**config.mk**
```make
export PLATFORM = sky130hd
export DESIGN_NAME = csr_unit_top
export DESIGN_NICKNAME = d
export VERILOG_FILES = /design/src/hdl/csr_pkg.sv /design/src/hdl/serial_pkg.sv /design/src/hdl/csr_serial_ctrl.sv /design/src/hdl/csr_state.sv /design/src/hdl/csr_word_store.sv /design/src/hdl/csr_unit_top.sv
export SDC_FILE = /design/constraint.sdc
export NUM_CORES = 1
export LEC_CHECK = 0
export BUFFER_PORTS_ARGS = -buffer_cell sky130_fd_sc_hd__buf_2
export CAP_MARGIN = 5
export CORE_UTILIZATION = 51
export DETAILED_ROUTE_END_ITERATION = 10
export GPL_TIMING_DRIVEN = 0
export PLACE_DENSITY_LB_ADDON = 0.1
export SYNTH_ARGS = -nofsm -noshare
export SYNTH_HDL_FRONTEND = slang
export SYNTH_HIERARCHICAL = 1
export SYNTH_SLANG_ARGS = --single-unit
```
**constraint.sdc**
```tcl
create_clock -name i_clk -period 2.68 [get_ports i_clk]
set_input_delay 0.268 -clock i_clk [delete_from_list [all_inputs] [get_ports i_clk]]
set_output_delay 0.268 -clock i_clk [all_outputs]
set_load 0.01 [all_outputs]
```
**src/hdl/csr_pkg.sv**
```systemverilog
package csr_pkg;

   // machine-mode CSR addresses
   localparam logic [11:0] CSR_MSTATUS  = 12'h300;
   localparam logic [11:0] CSR_MIE      = 12'h304;
   localparam logic [11:0] CSR_MTVEC    = 12'h305;
   localparam logic [11:0] CSR_MSCRATCH = 12'h340;
   localparam logic [11:0] CSR_MEPC     = 12'h341;
   localparam logic [11:0] CSR_MCAUSE   = 12'h342;

   // funct3 of the SYSTEM opcode
   localparam logic [2:0] F3_PRIV = 3'b000;
   localparam logic [2:0] F3_RW   = 3'b001;
   localparam logic [2:0] F3_RS   = 3'b010;
   localparam logic [2:0] F3_RC   = 3'b011;
   localparam logic [2:0] F3_RWI  = 3'b101;
   localparam logic [2:0] F3_RSI  = 3'b110;
   localparam logic [2:0] F3_RCI  = 3'b111;

   // imm field that tells the PRIV operations apart
   localparam logic [11:0] IMM_ECALL  = 12'h000;
   localparam logic [11:0] IMM_EBREAK = 12'h001;
   localparam logic [11:0] IMM_MRET   = 12'h302;

   localparam logic [3:0] CAUSE_TIMER  = 4'd7;
   localparam logic [3:0] CAUSE_ECALL  = 4'd11;
   localparam logic [3:0] CAUSE_EBREAK = 4'd3;

   localparam logic [1:0] RSP_CSR  = 2'd0;
   localparam logic [1:0] RSP_TRAP = 2'd1;
   localparam logic [1:0] RSP_MRET = 2'd2;

   typedef union packed {
      logic [31:0] raw;
      struct packed {
         logic [11:0] csr;
         logic [4:0]  rs1;
         logic [2:0]  funct3;
         logic [4:0]  rd;
         logic [6:0]  opcode;
      } itype;
   } csr_insn_u;

endpackage

```
**src/hdl/serial_pkg.sv**
```systemverilog
package serial_pkg;

   // one bit per clock over the whole register
   localparam int XLEN  = 32;
   localparam int CNT_W = 5;

   // how the serial write bit is formed
   localparam logic [1:0] SRC_CSR = 2'b00;
   localparam logic [1:0] SRC_EXT = 2'b01;
   localparam logic [1:0] SRC_SET = 2'b10;
   localparam logic [1:0] SRC_CLR = 2'b11;

   // word store slots
   localparam logic [1:0] SLOT_MSCRATCH = 2'd0;
   localparam logic [1:0] SLOT_MEPC     = 2'd1;
   localparam logic [1:0] SLOT_MTVEC    = 2'd2;
   // never written so it always reads zero
   localparam logic [1:0] SLOT_SPARE    = 2'd3;

endpackage

```
**src/hdl/csr_serial_ctrl.sv**
```systemverilog
`timescale 1ns/1ps

module csr_serial_ctrl (
   input  logic                          i_clk,
   input  logic                          i_reset,
   input  logic                          i_req_valid,
   output logic                          o_req_ready,
   input  logic [serial_pkg::XLEN-1:0]   i_req_insn,
   input  logic [serial_pkg::XLEN-1:0]   i_req_rs1,
   input  logic [serial_pkg::XLEN-1:0]   i_req_pc,
   output logic                          o_rsp_valid,
   input  logic                          i_rsp_ready,
   output logic [1:0]                    o_rsp_kind,
   output logic [serial_pkg::XLEN-1:0]   o_rsp_data,
   input  logic                          i_irq_pending,
   input  logic                          i_csr_q,
   input  logic                          i_store_q,
   output logic                          o_en,
   output logic                          o_cnt0to3,
   output logic                          o_cnt2,
   output logic                          o_cnt3,
   output logic                          o_cnt7,
   output logic                          o_cnt_done,
   output logic                          o_mstatus_en,
   output logic                          o_mie_en,
   output logic                          o_mcause_en,
   output logic [1:0]                    o_csr_source,
   output logic                          o_d,
   output logic                          o_trap_taken,
   output logic                          o_trap_irq,
   output logic                          o_ebreak,
   output logic                          o_mret,
   output logic [1:0]                    o_store_rd_sel,
   output logic [1:0]                    o_store_wr_sel,
   output logic                          o_store_wr_en
);

   csr_pkg::csr_insn_u               insn;
   logic                             accept;
   logic                             is_priv;
   logic                             is_ecall;
   logic                             is_ebreak;
   logic                             is_mret;
   logic                             take_trap;
   logic [serial_pkg::XLEN-1:0]      operand;
   logic                             busy;
   logic                             rsp_valid;
   logic [serial_pkg::CNT_W-1:0]     cnt;
   logic [1:0]                       kind;
   logic                             mstatus_en;
   logic                             mie_en;
   logic                             mcause_en;
   logic [1:0]                       source;
   logic [1:0]                       rd_sel;
   logic [1:0]                       wr_sel;
   logic                             wr_en;
   logic [serial_pkg::XLEN-1:0]      d_sr;
   logic [serial_pkg::XLEN-1:0]      rsp_sr;
   logic                             res_bit;

   assign insn.raw    = i_req_insn;
   assign o_req_ready = !busy && !rsp_valid;
   assign accept      = i_req_valid && o_req_ready;

   assign is_priv   = insn.itype.funct3 == csr_pkg::F3_PRIV;
   assign is_ecall  = is_priv && insn.itype.csr == csr_pkg::IMM_ECALL;
   assign is_ebreak = is_priv && insn.itype.csr == csr_pkg::IMM_EBREAK;
   assign is_mret   = is_priv && insn.itype.csr == csr_pkg::IMM_MRET;
   // a pending interrupt replaces whatever was requested
   assign take_trap = i_irq_pending || is_ecall || is_ebreak;

   // single cycle strobes into csr_state on the accept cycle
   assign o_trap_taken = accept && take_trap;
   assign o_trap_irq   = i_irq_pending;
   assign o_ebreak     = is_ebreak;
   assign o_mret       = accept && is_mret && !i_irq_pending;

   // zero extended uimm for the immediate forms
   assign operand = insn.itype.funct3[2] ?
                    {{(serial_pkg::XLEN-5){1'b0}}, insn.itype.rs1} : i_req_rs1;

   always_ff @(posedge i_clk) begin
      if (i_reset) begin
         busy       <= 1'b0;
         rsp_valid  <= 1'b0;
         cnt        <= '0;
         kind       <= csr_pkg::RSP_CSR;
         mstatus_en <= 1'b0;
         mie_en     <= 1'b0;
         mcause_en  <= 1'b0;
         source     <= serial_pkg::SRC_CSR;
         rd_sel     <= serial_pkg::SLOT_SPARE;
         wr_sel     <= serial_pkg::SLOT_SPARE;
         wr_en      <= 1'b0;
      end else begin
         if (accept) begin
            busy <= 1'b1;
         end else if (o_cnt_done) begin
            busy      <= 1'b0;
            rsp_valid <= 1'b1;
         end else if (rsp_valid && i_rsp_ready) begin
            rsp_valid <= 1'b0;
         end
         if (busy) begin
            cnt <= cnt + serial_pkg::CNT_W'(1);
         end
         if (accept) begin
            mstatus_en <= 1'b0;
            mie_en     <= 1'b0;
            mcause_en  <= 1'b0;
            if (take_trap) begin
               // pc goes to mepc while mtvec streams out
               kind   <= csr_pkg::RSP_TRAP;
               source <= serial_pkg::SRC_EXT;
               rd_sel <= serial_pkg::SLOT_MTVEC;
               wr_sel <= serial_pkg::SLOT_MEPC;
               wr_en  <= 1'b1;
            end else if (is_mret) begin
               kind   <= csr_pkg::RSP_MRET;
               source <= serial_pkg::SRC_CSR;
               rd_sel <= serial_pkg::SLOT_MEPC;
               wr_sel <= serial_pkg::SLOT_MEPC;
               wr_en  <= 1'b0;
            end else begin
               kind       <= csr_pkg::RSP_CSR;
               mstatus_en <= !is_priv && insn.itype.csr == csr_pkg::CSR_MSTATUS;
               mie_en     <= !is_priv && insn.itype.csr == csr_pkg::CSR_MIE;
               mcause_en  <= !is_priv && insn.itype.csr == csr_pkg::CSR_MCAUSE;
               case (insn.itype.funct3)
                  csr_pkg::F3_RW, csr_pkg::F3_RWI: source <= serial_pkg::SRC_EXT;
                  csr_pkg::F3_RS, csr_pkg::F3_RSI: source <= serial_pkg::SRC_SET;
                  csr_pkg::F3_RC, csr_pkg::F3_RCI: source <= serial_pkg::SRC_CLR;
                  default:                         source <= serial_pkg::SRC_CSR;
               endcase
               wr_en <= !is_priv;
               if (is_priv) begin
                  rd_sel <= serial_pkg::SLOT_SPARE;
                  wr_sel <= serial_pkg::SLOT_SPARE;
                  wr_en  <= 1'b0;
               end else if (insn.itype.csr == csr_pkg::CSR_MSCRATCH) begin
                  rd_sel <= serial_pkg::SLOT_MSCRATCH;
                  wr_sel <= serial_pkg::SLOT_MSCRATCH;
               end else if (insn.itype.csr == csr_pkg::CSR_MEPC) begin
                  rd_sel <= serial_pkg::SLOT_MEPC;
                  wr_sel <= serial_pkg::SLOT_MEPC;
               end else if (insn.itype.csr == csr_pkg::CSR_MTVEC) begin
                  rd_sel <= serial_pkg::SLOT_MTVEC;
                  wr_sel <= serial_pkg::SLOT_MTVEC;
               end else begin
                  rd_sel <= serial_pkg::SLOT_SPARE;
                  wr_sel <= serial_pkg::SLOT_SPARE;
                  wr_en  <= 1'b0;
               end
            end
         end
      end
   end

   // operand and result shift LSB first
   assign res_bit = (kind == csr_pkg::RSP_CSR) ? i_csr_q : i_store_q;

   always_ff @(posedge i_clk) begin
      if (accept) begin
         d_sr <= take_trap ? i_req_pc : operand;
      end else if (busy) begin
         d_sr   <= {1'b0, d_sr[serial_pkg::XLEN-1:1]};
         rsp_sr <= {res_bit, rsp_sr[serial_pkg::XLEN-1:1]};
      end
   end

   assign o_en       = busy;
   assign o_cnt0to3  = busy && cnt[serial_pkg::CNT_W-1:2] == '0;
   assign o_cnt2     = busy && cnt == serial_pkg::CNT_W'(2);
   assign o_cnt3     = busy && cnt == serial_pkg::CNT_W'(3);
   assign o_cnt7     = busy && cnt == serial_pkg::CNT_W'(7);
   assign o_cnt_done = busy && (&cnt);

   assign o_mstatus_en   = mstatus_en;
   assign o_mie_en       = mie_en;
   assign o_mcause_en    = mcause_en;
   assign o_csr_source   = source;
   assign o_d            = d_sr[0];
   assign o_store_rd_sel = rd_sel;
   assign o_store_wr_sel = wr_sel;
   assign o_store_wr_en  = wr_en;

   assign o_rsp_valid = rsp_valid;
   assign o_rsp_kind  = kind;
   assign o_rsp_data  = rsp_sr;

endmodule

```
**src/hdl/csr_state.sv**
```systemverilog
`timescale 1ns/1ps

module csr_state (
   input  logic        i_clk,
   input  logic        i_reset,
   input  logic        i_en,
   input  logic        i_cnt0to3,
   input  logic        i_cnt2,
   input  logic        i_cnt3,
   input  logic        i_cnt7,
   input  logic        i_cnt_done,
   input  logic        i_mstatus_en,
   input  logic        i_mie_en,
   input  logic        i_mcause_en,
   input  logic [1:0]  i_csr_source,
   input  logic        i_d,
   input  logic        i_trap_taken,
   input  logic        i_trap_irq,
   input  logic        i_ebreak,
   input  logic        i_mret,
   input  logic        i_mtip,
   input  logic        i_store_q,
   output logic        o_csr_in,
   output logic        o_q,
   output logic        o_irq_pending,
   output logic        o_new_irq
);

   logic        mstatus_mie;
   logic        mstatus_mpie;
   logic        mie_mtie;
   logic        mstatus_bit;
   logic        mcause31;
   logic [3:0]  mcause3_0;
   logic        mcause_bit;
   logic        csr_in;
   logic        csr_out;
   logic        timer_irq;
   logic        timer_irq_r;

   always_comb begin
      case (i_csr_source)
         serial_pkg::SRC_EXT: csr_in = i_d;
         serial_pkg::SRC_SET: csr_in = csr_out | i_d;
         serial_pkg::SRC_CLR: csr_in = csr_out & ~i_d;
         serial_pkg::SRC_CSR: csr_in = csr_out;
      endcase
   end

   // mcause only has bits 3:0 and 31
   assign mcause_bit = i_cnt0to3 ? mcause3_0[0] :
                       i_cnt_done ? mcause31 : 1'b0;

   assign csr_out = (i_mstatus_en & i_en & mstatus_bit) |
                    (i_mie_en & i_en & i_cnt7 & mie_mtie) |
                    i_store_q |
                    (i_mcause_en & i_en & mcause_bit);

   assign timer_irq = i_mtip & mstatus_mie & mie_mtie;

   assign o_csr_in      = csr_in;
   assign o_q           = csr_out;
   assign o_irq_pending = timer_irq;
   assign o_new_irq     = timer_irq & ~timer_irq_r;

   always_ff @(posedge i_clk) begin
      if (i_reset) begin
         mstatus_mie  <= 1'b0;
         mstatus_mpie <= 1'b0;
         mie_mtie     <= 1'b0;
         mstatus_bit  <= 1'b0;
         mcause31     <= 1'b0;
         mcause3_0    <= '0;
         timer_irq_r  <= 1'b0;
      end else begin
         if (i_mstatus_en && i_cnt3) begin
            mstatus_mie <= csr_in;
         end
         if (i_mie_en && i_cnt7) begin
            mie_mtie <= csr_in;
         end
         // one cycle early so MIE lines up with bit 3
         mstatus_bit <= i_cnt2 & mstatus_mie;
         timer_irq_r <= timer_irq;

         if (i_mcause_en && i_en) begin
            if (i_cnt0to3) begin
               mcause3_0 <= {csr_in, mcause3_0[3:1]};
            end
            if (i_cnt_done) begin
               mcause31 <= csr_in;
            end
         end

         if (i_mret) begin
            mstatus_mie <= mstatus_mpie;
         end
         if (i_trap_taken) begin
            mstatus_mpie <= mstatus_mie;
            mstatus_mie  <= 1'b0;
            mcause31     <= i_trap_irq;
            mcause3_0    <= i_trap_irq ? csr_pkg::CAUSE_TIMER :
                            i_ebreak   ? csr_pkg::CAUSE_EBREAK : csr_pkg::CAUSE_ECALL;
         end
      end
   end

endmodule

```
**src/hdl/csr_word_store.sv**
```systemverilog
`timescale 1ns/1ps

module csr_word_store (
   input  logic        i_clk,
   input  logic        i_reset,
   input  logic        i_shift,
   input  logic [1:0]  i_rd_sel,
   input  logic [1:0]  i_wr_sel,
   input  logic        i_wr_en,
   input  logic        i_wr_bit,
   output logic        o_rd_bit
);

   // current LSB of every slot
   logic [3:0] lsb;

   genvar g;
   generate
      for (g = 0; g < 4; g++) begin : g_slot
         logic [serial_pkg::XLEN-1:0] word_q;
         logic                        in_bit;

         // the addressed slot takes the new bit instead of its own
         assign in_bit = (i_wr_en && i_wr_sel == 2'(g)) ? i_wr_bit : word_q[0];

         // a full pass of 32 shifts leaves an untouched slot where it started
         always_ff @(posedge i_clk) begin
            if (i_reset) begin
               word_q <= '0;
            end else if (i_shift) begin
               word_q <= {in_bit, word_q[serial_pkg::XLEN-1:1]};
            end
         end

         assign lsb[g] = word_q[0];
      end
   endgenerate

   assign o_rd_bit = lsb[i_rd_sel];

endmodule

```
**src/hdl/csr_unit_top.sv**
```systemverilog
`timescale 1ns/1ps

module csr_unit_top (
   input  logic                          i_clk,
   input  logic                          i_reset,
   input  logic                          i_req_valid,
   output logic                          o_req_ready,
   input  logic [serial_pkg::XLEN-1:0]   i_req_insn,
   input  logic [serial_pkg::XLEN-1:0]   i_req_rs1,
   input  logic [serial_pkg::XLEN-1:0]   i_req_pc,
   output logic                          o_rsp_valid,
   input  logic                          i_rsp_ready,
   output logic [1:0]                    o_rsp_kind,
   output logic [serial_pkg::XLEN-1:0]   o_rsp_data,
   input  logic                          i_mtip,
   output logic                          o_new_irq
);

   logic        en;
   logic        cnt0to3;
   logic        cnt2;
   logic        cnt3;
   logic        cnt7;
   logic        cnt_done;
   logic        mstatus_en;
   logic        mie_en;
   logic        mcause_en;
   logic [1:0]  csr_source;
   logic        d;
   logic        trap_taken;
   logic        trap_irq;
   logic        ebreak;
   logic        mret;
   logic [1:0]  store_rd_sel;
   logic [1:0]  store_wr_sel;
   logic        store_wr_en;
   logic        irq_pending;
   logic        csr_q;
   logic        csr_in;
   logic        store_q;

   csr_serial_ctrl u_ctrl (
      .i_clk          (i_clk),
      .i_reset        (i_reset),
      .i_req_valid    (i_req_valid),
      .o_req_ready    (o_req_ready),
      .i_req_insn     (i_req_insn),
      .i_req_rs1      (i_req_rs1),
      .i_req_pc       (i_req_pc),
      .o_rsp_valid    (o_rsp_valid),
      .i_rsp_ready    (i_rsp_ready),
      .o_rsp_kind     (o_rsp_kind),
      .o_rsp_data     (o_rsp_data),
      .i_irq_pending  (irq_pending),
      .i_csr_q        (csr_q),
      .i_store_q      (store_q),
      .o_en           (en),
      .o_cnt0to3      (cnt0to3),
      .o_cnt2         (cnt2),
      .o_cnt3         (cnt3),
      .o_cnt7         (cnt7),
      .o_cnt_done     (cnt_done),
      .o_mstatus_en   (mstatus_en),
      .o_mie_en       (mie_en),
      .o_mcause_en    (mcause_en),
      .o_csr_source   (csr_source),
      .o_d            (d),
      .o_trap_taken   (trap_taken),
      .o_trap_irq     (trap_irq),
      .o_ebreak       (ebreak),
      .o_mret         (mret),
      .o_store_rd_sel (store_rd_sel),
      .o_store_wr_sel (store_wr_sel),
      .o_store_wr_en  (store_wr_en)
   );

   csr_state u_state (
      .i_clk          (i_clk),
      .i_reset        (i_reset),
      .i_en           (en),
      .i_cnt0to3      (cnt0to3),
      .i_cnt2         (cnt2),
      .i_cnt3         (cnt3),
      .i_cnt7         (cnt7),
      .i_cnt_done     (cnt_done),
      .i_mstatus_en   (mstatus_en),
      .i_mie_en       (mie_en),
      .i_mcause_en    (mcause_en),
      .i_csr_source   (csr_source),
      .i_d            (d),
      .i_trap_taken   (trap_taken),
      .i_trap_irq     (trap_irq),
      .i_ebreak       (ebreak),
      .i_mret         (mret),
      .i_mtip         (i_mtip),
      .i_store_q      (store_q),
      .o_csr_in       (csr_in),
      .o_q            (csr_q),
      .o_irq_pending  (irq_pending),
      .o_new_irq      (o_new_irq)
   );

   // merged write bit from csr_state feeds the store
   csr_word_store u_store (
      .i_clk          (i_clk),
      .i_reset        (i_reset),
      .i_shift        (en),
      .i_rd_sel       (store_rd_sel),
      .i_wr_sel       (store_wr_sel),
      .i_wr_en        (store_wr_en),
      .i_wr_bit       (csr_in),
      .o_rd_bit       (store_q)
   );

endmodule

```
* Word-level counts from Yosys, hierarchy flattened
Cells that the tools add are included.
** Storage, ports and cells
- Output and inout port bits :: 37
- Bits in writable memories :: 0
- ROM bits :: 0
- Input bits :: 101
- Bits in registers :: 221
- Memories kept :: 0
- Bits in latches :: 0
** Operators by class
- Add/subtract/negate cells :: 1
- Muxes and demuxes :: 52
- Divide/modulo/power cells :: 0
- Shift-type cells :: 0
- Reductions and logical operators :: 52
- Multipliers :: 0
- Equal/unequal tests :: 23
- Magnitude comparators :: 1
- Bitwise operators :: 19
** Operators with widths (number)
- 32-bit two-way mux :: 4
- 12-bit by 10-bit equality test with 1-bit output, second input constant :: 7
- 1-bit two-way mux :: 30
- 1-bit logical AND :: 24
- 2-bit two-way mux :: 10
- 4-bit two-way mux :: 5
- 2-bit nonzero test :: 7
- 1-bit AND :: 12
- 12-bit by 1-bit equality test with 1-bit output, second input constant :: 1
- 12-bit zero test :: 1
- 5-bit by 2-bit equality test with 1-bit output, second input constant :: 2
- 3-bit equality test, second input constant :: 3
- 2-bit equality test, second input constant :: 4
- 2-bit AND reduction :: 4
- 2-bit OR reduction :: 4
- 3-bit by 2-bit equality test with 1-bit output, second input constant :: 2
- 2-bit zero test :: 3
- 3-bit zero test :: 2
- 2-bit case mux with 3 select lines :: 1
- 5-bit by 1-bit adder with 5-bit output, second input constant :: 1
- 5-bit by 3-bit equality test with 1-bit output, second input constant :: 1
- 5-bit AND reduction :: 1
- 2-bit by 1-bit equality test with 1-bit output, second input constant :: 2
- 1-bit zero test :: 4
- other kinds (7) :: 13

* Longest topological paths before layout
Gate-level depths: netlist (run 1).
- Depth after elaboration :: 12
- Depth in mapped cells :: 11

* By module
The synthesis (run 1) kept the hierarchy.
** By module, submodules not included
- csr_word_store :: cells an instance 422, area each 4645.7 um2, times used 1
- csr_serial_ctrl :: cells an instance 336, area each 3782.4 um2, times used 1
- csr_state :: cells an instance 61, area each 499.2 um2, times used 1

* Worst setup path after synthesis (run 1)
OpenSTA, ideal clock, no wires.
- Path type :: input -> register
- From :: in i_req_insn[25] in the netlist's numbering
- To :: reg u_state.mcause3_0[3]
- Arrival :: 2.488 ns
- Required time :: 2.606 ns
- Buffers on the path :: 1
- Stages :: 8
- Path slack :: 0.118 ns
- Path through :: or4_4 -> o41a_2 -> buf_2 -> nor2_1 -> inv_1 -> or3_1 -> a21o_1 -> a31oi_1
** On the way
- Word-level cells in the longest chain between the ends :: 7
- Elaborated cells on any way between the ends :: 13
- Those cells by class :: eq/ne: 1; mux: 3; reduce/logical: 9
** Ends and longest elaborated chain
- start, declared :: RTL line csr_unit_top.sv:8 : input logic [serial_pkg::XLEN-1:0] i_req_insn,
- 12-bit zero test :: RTL line csr_serial_ctrl.sv:66 : assign is_ecall = is_priv && insn.itype.csr == csr_pkg::IMM_ECALL;
- 1-bit logical AND :: RTL line csr_serial_ctrl.sv:66
- 1-bit logical OR :: RTL line csr_serial_ctrl.sv:70 : assign take_trap = i_irq_pending || is_ecall || is_ebreak;
- 1-bit logical OR (*) :: RTL line csr_serial_ctrl.sv:70
- 1-bit logical AND (*) :: RTL line csr_serial_ctrl.sv:73 : assign o_trap_taken = accept && take_trap;
- net trap_taken :: RTL line csr_unit_top.sv:30 : logic trap_taken;
- 2-bit nonzero test (no line)
- 2-bit AND reduction (no line)
- end signal, assigned :: RTL line csr_state.sv:88 : mcause3_0 <= {csr_in, mcause3_0[3:1]};
- end signal, assigned :: RTL line csr_state.sv:102 : mcause3_0 <= i_trap_irq ? csr_pkg::CAUSE_TIMER :
- end, declared :: RTL line csr_state.sv:34 : logic [3:0] mcause3_0;
The timed path passes the listed nets; every way through them passes the cells marked *.
A chain may end at the register's enable or synchronous reset.

* Final worst setup path (run 1)
- From :: reg u_ctrl/cnt[0] in the netlist's numbering
- To :: reg u_store/g_slot[1].word_q[31] in the netlist's numbering
** On the way
- Elaborated cells on any way between the ends :: 16
- Those cells by class :: eq/ne: 1; mux: 4; bitwise: 8; reduce/logical: 3
** RTL lines
- start, declared :: RTL line csr_serial_ctrl.sv:48 : logic [serial_pkg::CNT_W-1:0] cnt;
- start signal, assigned :: RTL line csr_serial_ctrl.sv:105 : cnt <= cnt + serial_pkg::CNT_W'(1);
- 5-bit AND reduction (*) :: RTL line csr_serial_ctrl.sv:176 : assign o_cnt_done = busy && (&cnt);
- 1-bit logical AND (*) :: RTL line csr_serial_ctrl.sv:176
- net cnt_done :: RTL line csr_unit_top.sv:24 : logic cnt_done;
- 1-bit two-way mux (*) :: RTL line csr_state.sv:52 : i_cnt_done ? mcause31 : 1'b0;
- 1-bit two-way mux (*) :: RTL line csr_state.sv:51 : assign mcause_bit = i_cnt0to3 ? mcause3_0[0] :
- 1-bit AND (*) :: RTL line csr_state.sv:57 : (i_mcause_en & i_en & mcause_bit);
- 1-bit bitwise OR (*) :: RTL line csr_state.sv:56 : i_store_q |
- 1-bit AND or 1-bit bitwise OR (tied branches) :: RTL line csr_state.sv:45, csr_state.sv:44
- 1-bit case mux with 4 select lines (*) :: RTL line csr_state.sv:42 : case (i_csr_source)
- net csr_in :: RTL line csr_unit_top.sv:39 : logic csr_in;
- 1-bit two-way mux (*) :: RTL line csr_word_store.sv:24 : assign in_bit = (i_wr_en && i_wr_sel == 2'(g)) ? i_wr_bit : word_q[0];
- end signal, assigned :: RTL line csr_word_store.sv:31 : word_q <= {in_bit, word_q[serial_pkg::XLEN-1:1]};
- end, declared :: RTL line csr_word_store.sv:20 : logic [serial_pkg::XLEN-1:0] word_q;
Marked as above.

==> metrics.txt, run 1 <==
commonest non-fill, non-tap cells in the layout 179 x nor2_1, 154 x dfxtp_1, 130 x buf_2; Die H 134 µm; dominant cell type by area after synthesis dfxtp_1; synthesis-stage register bit count between 200 and 250; layout overhead on the synthesized area 20.8%; crit-path max FO 4; Vias/cell 5.13; Post-Layout Cell Count 1213; clock share of power about 46%; CTS tree yes; ant diodes 0; Final Setup Violations 0; Setup WS pre-CTS -0.270 ns; first-pass GRT wire length about 28000 µm; Worst path slowest cell dfxtp_2; hold path endpoint u_ctrl/o_rsp_valid; Die Area ~18000 µm²; final setup skew between 0.008 and 0.009 ns; CTS sink cnt 221; num rows 48; worst r2r src u_ctrl/cnt[0]; Yosys cell types 56; MaxCap Viol Count 0; arrival time worst endpoint just under 3 ns; r2r setup slk approximately 0.16 ns; Slew HR 41.9%; post-synthesis async set-or-reset flop share 0%; Yosys Warn Count 6; Post-DRT Antenna Nets 0; Critical Path RT 3.07 ns; Worst setup SP type register; Sw Share 21.2%; commonest non-fill, non-tap cell in the layout nor2_1; DRC violations left 0; gpl congestion around 0.8; largest net degree at the start of global routing 33; outcome finished clean; IO buf count ~120; VDD IR max approximately 0.6 mV; Cell Area, Synth a little under 9000 µm²; Main synth FF type dfxtp_1; Worst setup EP type register; Final Hold Fails 0; Global Route Usage Sum 18.7%; Post-synth EDFFs 64; final core occ around 63%; CTS Buf Count 24; syn avg cell area ~11 µm²; H-tree depth 1; WS Path Type reg2reg; WL final 16800 µm; number of global-route vias before repair ~6000; DRT Pass-1 Iters 5; Final min period between 2 and 3 ns; syn nets about 920; Synth Instances ~820; initial core utilization 52.0%; Setup WS post-layout approximately 0.16 ns; worst-case reg-to-reg path depth 11; P_int 0.00611 W; reg2reg end u_store/g_slot[1].word_q[31]; final cycle utilization of the critical path a little over nine tenths; num ports ~140; DRT iter0 DRCs approximately 360; Yosys top cell area share about a third; antenna violations before repair 0; final-report max-slew violation count 0; RSZ-0062 raised after global routing no; routed via count around 6200; layout cell share with drive strength beyond 1 23.4%; Switch Pwr ~0.0016 W; Fmax achieved about 0.4 GHz; number of cells on the worst hold path 4; CP delay by family, top compound AO/OA/AOI/OAI gates; Root Buffer clkbuf_16; Min Hold Slack about 0.058 ns; Synth area leaders dfxtp_1 35%, edfxtp_1 22%, mux2i_1 15%; Layout Nets about 1100; Hold Crit Start i_rsp_ready; power per cell area roughly 700 nW/µm²; Comb pwr share between 7 and 8%; Hold Crit Class in2reg; CORE AREA 17200 µm²; sequential cell area fraction in the yosys report a little under three fifths; HPWL Detailed ~11000 µm; Bufs on Longest Clock Path 3; Static Leak around 4.2 nW; critical-path cell list ha_2, and3_1, ha_1, and2_4, and3_4, a221oi_4, a31oi_2, a311oi_4, inv_2, mux2i_2, a211oi_1; per-cell routed wire length 13.9 µm; sequential cell fraction of total power between 40% and 50%; worst slew pin tran roughly 0.86 ns; clk slew on worst S/H paths roughly 0.06 ns; die width 134 µm; CP Buf/Inv Count 1; clock latency on the worst-skew pair approximately 0.50 ns; slowest stage delay, CP roughly 0.34 ns; CTS Hold Bufs 0; Remaining Overflow, GRT 0; # placed instances between 1000 and 1500; setup TNS 0 ns
[how the worst max path moves through the flow]
stage                     cells past startpoint      startpoint                           end
after floorplan                               8  i_req_insn[25]          u_state/mcause3_0[3]
after global placement                        9     u_ctrl/o_en  u_store/g_slot[3].word_q[31]
after detailed placement                      9     u_ctrl/o_en  u_store/g_slot[1].word_q[31]
after CTS                                    11   u_ctrl/cnt[0]  u_store/g_slot[1].word_q[31]
after global routing                         11   u_ctrl/cnt[0]  u_store/g_slot[1].word_q[31]
final                                        11   u_ctrl/cnt[0]  u_store/g_slot[1].word_q[31]
[flip-flops by register name, summed over array words and instances, names as in the netlist, 2 cells and up]
| signal | flops |
|---|---|
| u_ctrl/o_csr_source | 2 |
| u_ctrl/o_store_rd_sel | 2 |
| u_store/g_slot.word_q | 128 |
| u_ctrl/cnt | 5 |
| u_ctrl/d_sr | 32 |
| u_state/mcause3_0 | 4 |
| u_ctrl/o_rsp_kind | 2 |
| u_ctrl/o_rsp_data | 32 |
| u_ctrl/o_store_wr_sel | 2 |
[synthesized netlist by cell type, types with 5 or more instances]
cell      number
mux2i_1      130
nand4_1        6
mux2_2         7
buf_6          6
a31oi_1       31
a211oi_1       5
o21ai_0       12
nor2_1       181
and2_1         5
dfxtp_1      157
buf_4          7
nand3_1        5
buf_2          6
clkbuf_1      29
buf_8          8
inv_1          7
nand2_1       53
nand3b_1      29
edfxtp_1      64
nor3_1         7
a21oi_1       12
[worst register-to-register path, cell delays in order (launching register included)]
cell and delay, ns:
dfxtp_2 0.34, ha_2 0.20, and3_1 0.18, ha_1 0.20
and2_4 0.17, and3_4 0.19, a221oi_4 0.28, a31oi_2 0.14
a311oi_4 0.31, inv_2 0.10, mux2i_2 0.19, a211oi_1 0.10
[cells by family after synthesis]
group	count (synthesis)	synth area share [%]
xor gates and xnor gates	3	0.294
adders and majority gates	3	0.421
and+or+nand+nor	312	16.1
muxes	138	15.7
buffers and inverters	65	4.63
DFF	221	56.7
AOI/OAI and AO/OA	77	6.12
[final cells by class]
| type | count | area (µm²) |
|---|---|---|
| Clock inverter | 10 | 156 |
| Buffer | 58 | 388 |
| Clock buffer | 34 | 721 |
| Inverter | 7 | 26.3 |
| Timing Repair Buffer | 125 | 628 |
| Sequential cell | 221 | 5070 |
| Fill cell | 1456 | 6390 |
| Tap cell | 225 | 282 |
| Multi-Input combinational cell | 533 | 3510 |
[through the flow]
stage,total power (W),cell area (µm²)
final,0.00775,10800
after floorplan,0.00410,8930
after detailed placement,0.00429,9830
after CTS,0.00784,10700
after global placement,0.00429,9830
after global routing,0.00807,10800
[metal layers]
layer / vias to the layer above / GRT usage (%) / routed length (µm)
li1: 3178 / - / -
met1: 2890 / 26.1 / 8160
met2: 134 / 29.8 / 7640
met3: 25 / 3.33 / 740
met4: 0 / 5.49 / 293
met5: - / 0 / 0
[power by group through the flow]
stage / Clock [W] / Sequential (W) / Combinational [W]
6_report: 0.00353 / 0.00364 / 0.000588
5_1_grt: 0.00377 / 0.00365 / 0.000648
4_1_cts: 0.00362 / 0.00364 / 0.000591
3_5_place_dp: 0 / 0.00371 / 0.000585
3_3_place_gp: 0 / 0.00371 / 0.000582
2_1_floorplan: 0 / 0.00371 / 0.000386
[what timing repair did]
item | CTS | global route
setup buffers | 1 | 0
gates resized for setup | 4 | 13
pin swaps | 1 | 4
endpoints found under the setup margin | 6 | 7
Power figures use the tool's default switching activity.
==> run 2: changes to the inputs <==
Settings changed: CORE_UTILIZATION 51 to 50.
==> metrics.txt, run 2 (synthesized netlist as in run 1, its figures left out) <==
outcome finished clean; Global Route Usage Sum 18.6% (-0.13 points); num ports 138 (unchanged); Slew HR 41.9% (about the same); Worst setup EP type register; DRC violations left 0 (unchanged); H-tree depth 1 (unchanged); gpl congestion 0.800 (-1.6%); register area 5070 µm² (about the same); final-report max-slew violation count 0 (unchanged); power per cell area 694 nW/µm² (-3.5%); Comb pwr share 8.0% (+0.4 points); first-pass GRT wire length 28000 µm (+0.22%); commonest non-fill, non-tap cells in the layout 179 x nor2_1, 154 x dfxtp_1, 130 x buf_2; DRT Pass-1 Iters 4 (-1); Sw Share 22.1% (+0.87 points); Vias/cell 5.15 (+0.37%); Static Leak 4.17 nW (-0.93%); commonest non-fill, non-tap cell in the layout nor2_1; Largest register FFs 128 (unchanged); HPWL Detailed 11500 µm (+1.2%); setup TNS 0 ns (unchanged); CORE AREA 17400 µm² (+1.0%); CTS tree yes; Layout Nets 1074 (unchanged); MaxCap Viol Count 0 (unchanged); num rows 48 (unchanged); final setup skew 0.0151 ns (+0.00680 ns); critical-path cell list or3b_2, nor2_2, and2b_1, a221oi_4, a31oi_1, a311oi_4, inv_2, mux2i_2, a211oi_2; Remaining Overflow, GRT 0 (unchanged); crit-path max FO 10 (+6); IO buf count 124 (unchanged); die width 136 µm (+0.98%); sequential cell fraction of total power 49.2% (+2.3 points); multi-input logic area 3500 µm² (-0.36%); reg2reg end u_store/g_slot[3].word_q[31]; CTS Buf Count 24 (unchanged); worst r2r src u_ctrl/o_en; Switch Pwr 0.00164 W (-0.60%); initial core utilization 51.4% (-0.54 points); DRT iter0 DRCs 285 (-22%); VDD IR max 0.454 mV (-25%); layout cell share with drive strength beyond 1 22.7% (-0.71 points); final cycle utilization of the critical path 95.5% (+1.3 points); Critical Path RT 3.07 ns (about the same); Die H 136 µm (+0.98%); WL final 16900 µm (+0.54%); ant diodes 0 (unchanged); Hold Crit Start i_req_insn[13]; Worst path slowest cell or3b_2; Final Hold Fails 0 (unchanged); Worst setup SP type register; Final Setup Violations 0 (unchanged); CP delay by family, top simple AND/OR/NAND/NOR gates; slowest stage delay, CP 0.49 ns (+0.15 ns); arrival time worst endpoint 2.94 ns (+0.03 ns); r2r setup slk 0.12 ns (-0.03 ns); filler cell count 1492 (+2.5%); Min Hold Slack 0.0623 ns (+0.00408 ns); Final min period 2.56 ns (+0.0344 ns); Bufs on Longest Clock Path 3 (unchanged); Biggest register u_store/g_slot.word_q; hold path endpoint u_ctrl/o_csr_source[1]; instance count on the critical path 9 (-2); Die Area 18400 µm² (+2.0%); antenna violations before repair 0 (unchanged); Root Buffer clkbuf_16; worst-case reg-to-reg path depth 9 (-2); P_int 0.00577 W (-5.6%); CTS sink cnt 221 (unchanged); routed via count 6250 (+0.37%); Hold Crit Class in2reg; per-cell routed wire length 14.0 µm (+0.54%); largest net degree at the start of global routing 33 (unchanged); WS Path Type reg2reg; worst slew pin tran 0.859 ns (-0.000262 ns); layout overhead on the synthesized area 19.5%; CP Buf/Inv Count 1 (unchanged); clock latency on the worst-skew pair 0.51 ns (about the same); number of global-route vias before repair 5891 (+0.61%); Post-DRT Antenna Nets 0 (unchanged); clk slew on worst S/H paths 0.06 ns (about the same); number of cells on the worst hold path 3 (-1); clock share of power 42.9% (-2.6 points); Fmax achieved 0.391 GHz (-1.3%)
-- run 2: cell types whose count changed in the layout (fill, tap and decap cells not counted), sizes merged --
cell / before / now
clkinvlp: 1 / 0
clkinv: 4 / 3
clkbuf: 63 / 69
bufinv: 4 / 0
-- run 2: tightest hold or removal path: stages --
cell and delay (ns):
buf_2 0.11, nand3_1 0.07, a21oi_1 0.06
-- run 2: layout make-up --
class / instances / area share [%]
sequential: 221 / 47.5
multi-input combinational: 533 / 32.8
clock buffer: 40 / 7.07
timing repair buffer: 125 / 5.89
buffer: 58 / 3.63
tap: 225 / 2.64
clock inverter: 4 / 0.246
inverter: 7 / 0.246
-- run 2: metrics by stage --
step	utilization (%)	instances	total power (W)	setup WS (ns)	instance area (µm²)
after floorplan	-	819	0.00410	0.118	8930
after global placement	56.6	1168	0.00429	-0.302	9830
after detailed placement	56.7	1168	0.00429	-0.325	9830
after CTS	61.3	1213	0.00749	0.00468	10600
after global routing	61.5	1213	0.00769	-0.00451	10700
final	61.5	1213	0.00740	0.121	10700
-- run 2: power by group through the flow --
| stage | Combinational (W) | Clock (W) | Sequential, W |
|---|---|---|---|
| 2_1_floorplan | 0.000386 | 0 | 0.00371 |
| 3_3_place_gp | 0.000583 | 0 | 0.00371 |
| 3_5_place_dp | 0.000586 | 0 | 0.00371 |
| 4_1_cts | 0.000595 | 0.00325 | 0.00364 |
| 5_1_grt | 0.000651 | 0.00339 | 0.00365 |
| 6_report | 0.000592 | 0.00317 | 0.00364 |
-- run 2: routing by layer --
metal | up-vias | global-route usage [%] | wire [µm] | share of wire [%]
li1 | 3178 | - | - | -
met1 | 2910 | 25.7 | 8120 | 48
met2 | 138 | 29.7 | 7660 | 45
met3 | 24 | 3.03 | 848 | 5.0
met4 | 0 | 5.81 | 290 | 1.7
met5 | - | 0 | 0 | 0
-- run 2: worst max-delay path by stage --
stage / startpoint / endpoint / slack (ns)
2_1_floorplan: i_req_insn[25] / u_state/mcause3_0[3] / 0.12
3_3_place_gp: u_ctrl/o_en / u_store/g_slot[3].word_q[31] / -0.30
3_5_place_dp: u_ctrl/o_en / u_store/g_slot[3].word_q[31] / -0.33
4_1_cts: u_ctrl/cnt[0] / u_store/g_slot[3].word_q[31] / 0.005
5_1_grt: u_ctrl/o_en / u_store/g_slot[2].word_q[31] / -0.005
6_report: u_ctrl/o_en / u_store/g_slot[3].word_q[31] / 0.12
-- run 2: timing repair --
action / in CTS / in global routing
endpoints found under the hold margin: 0 / 0
endpoints found under the setup margin: 7 / 7
cloned: 0 / 0
pin swaps: 1 / 3
buffers inserted: 1 / 0
gates resized for setup: 4 / 10
hold buffers: 0 / 0
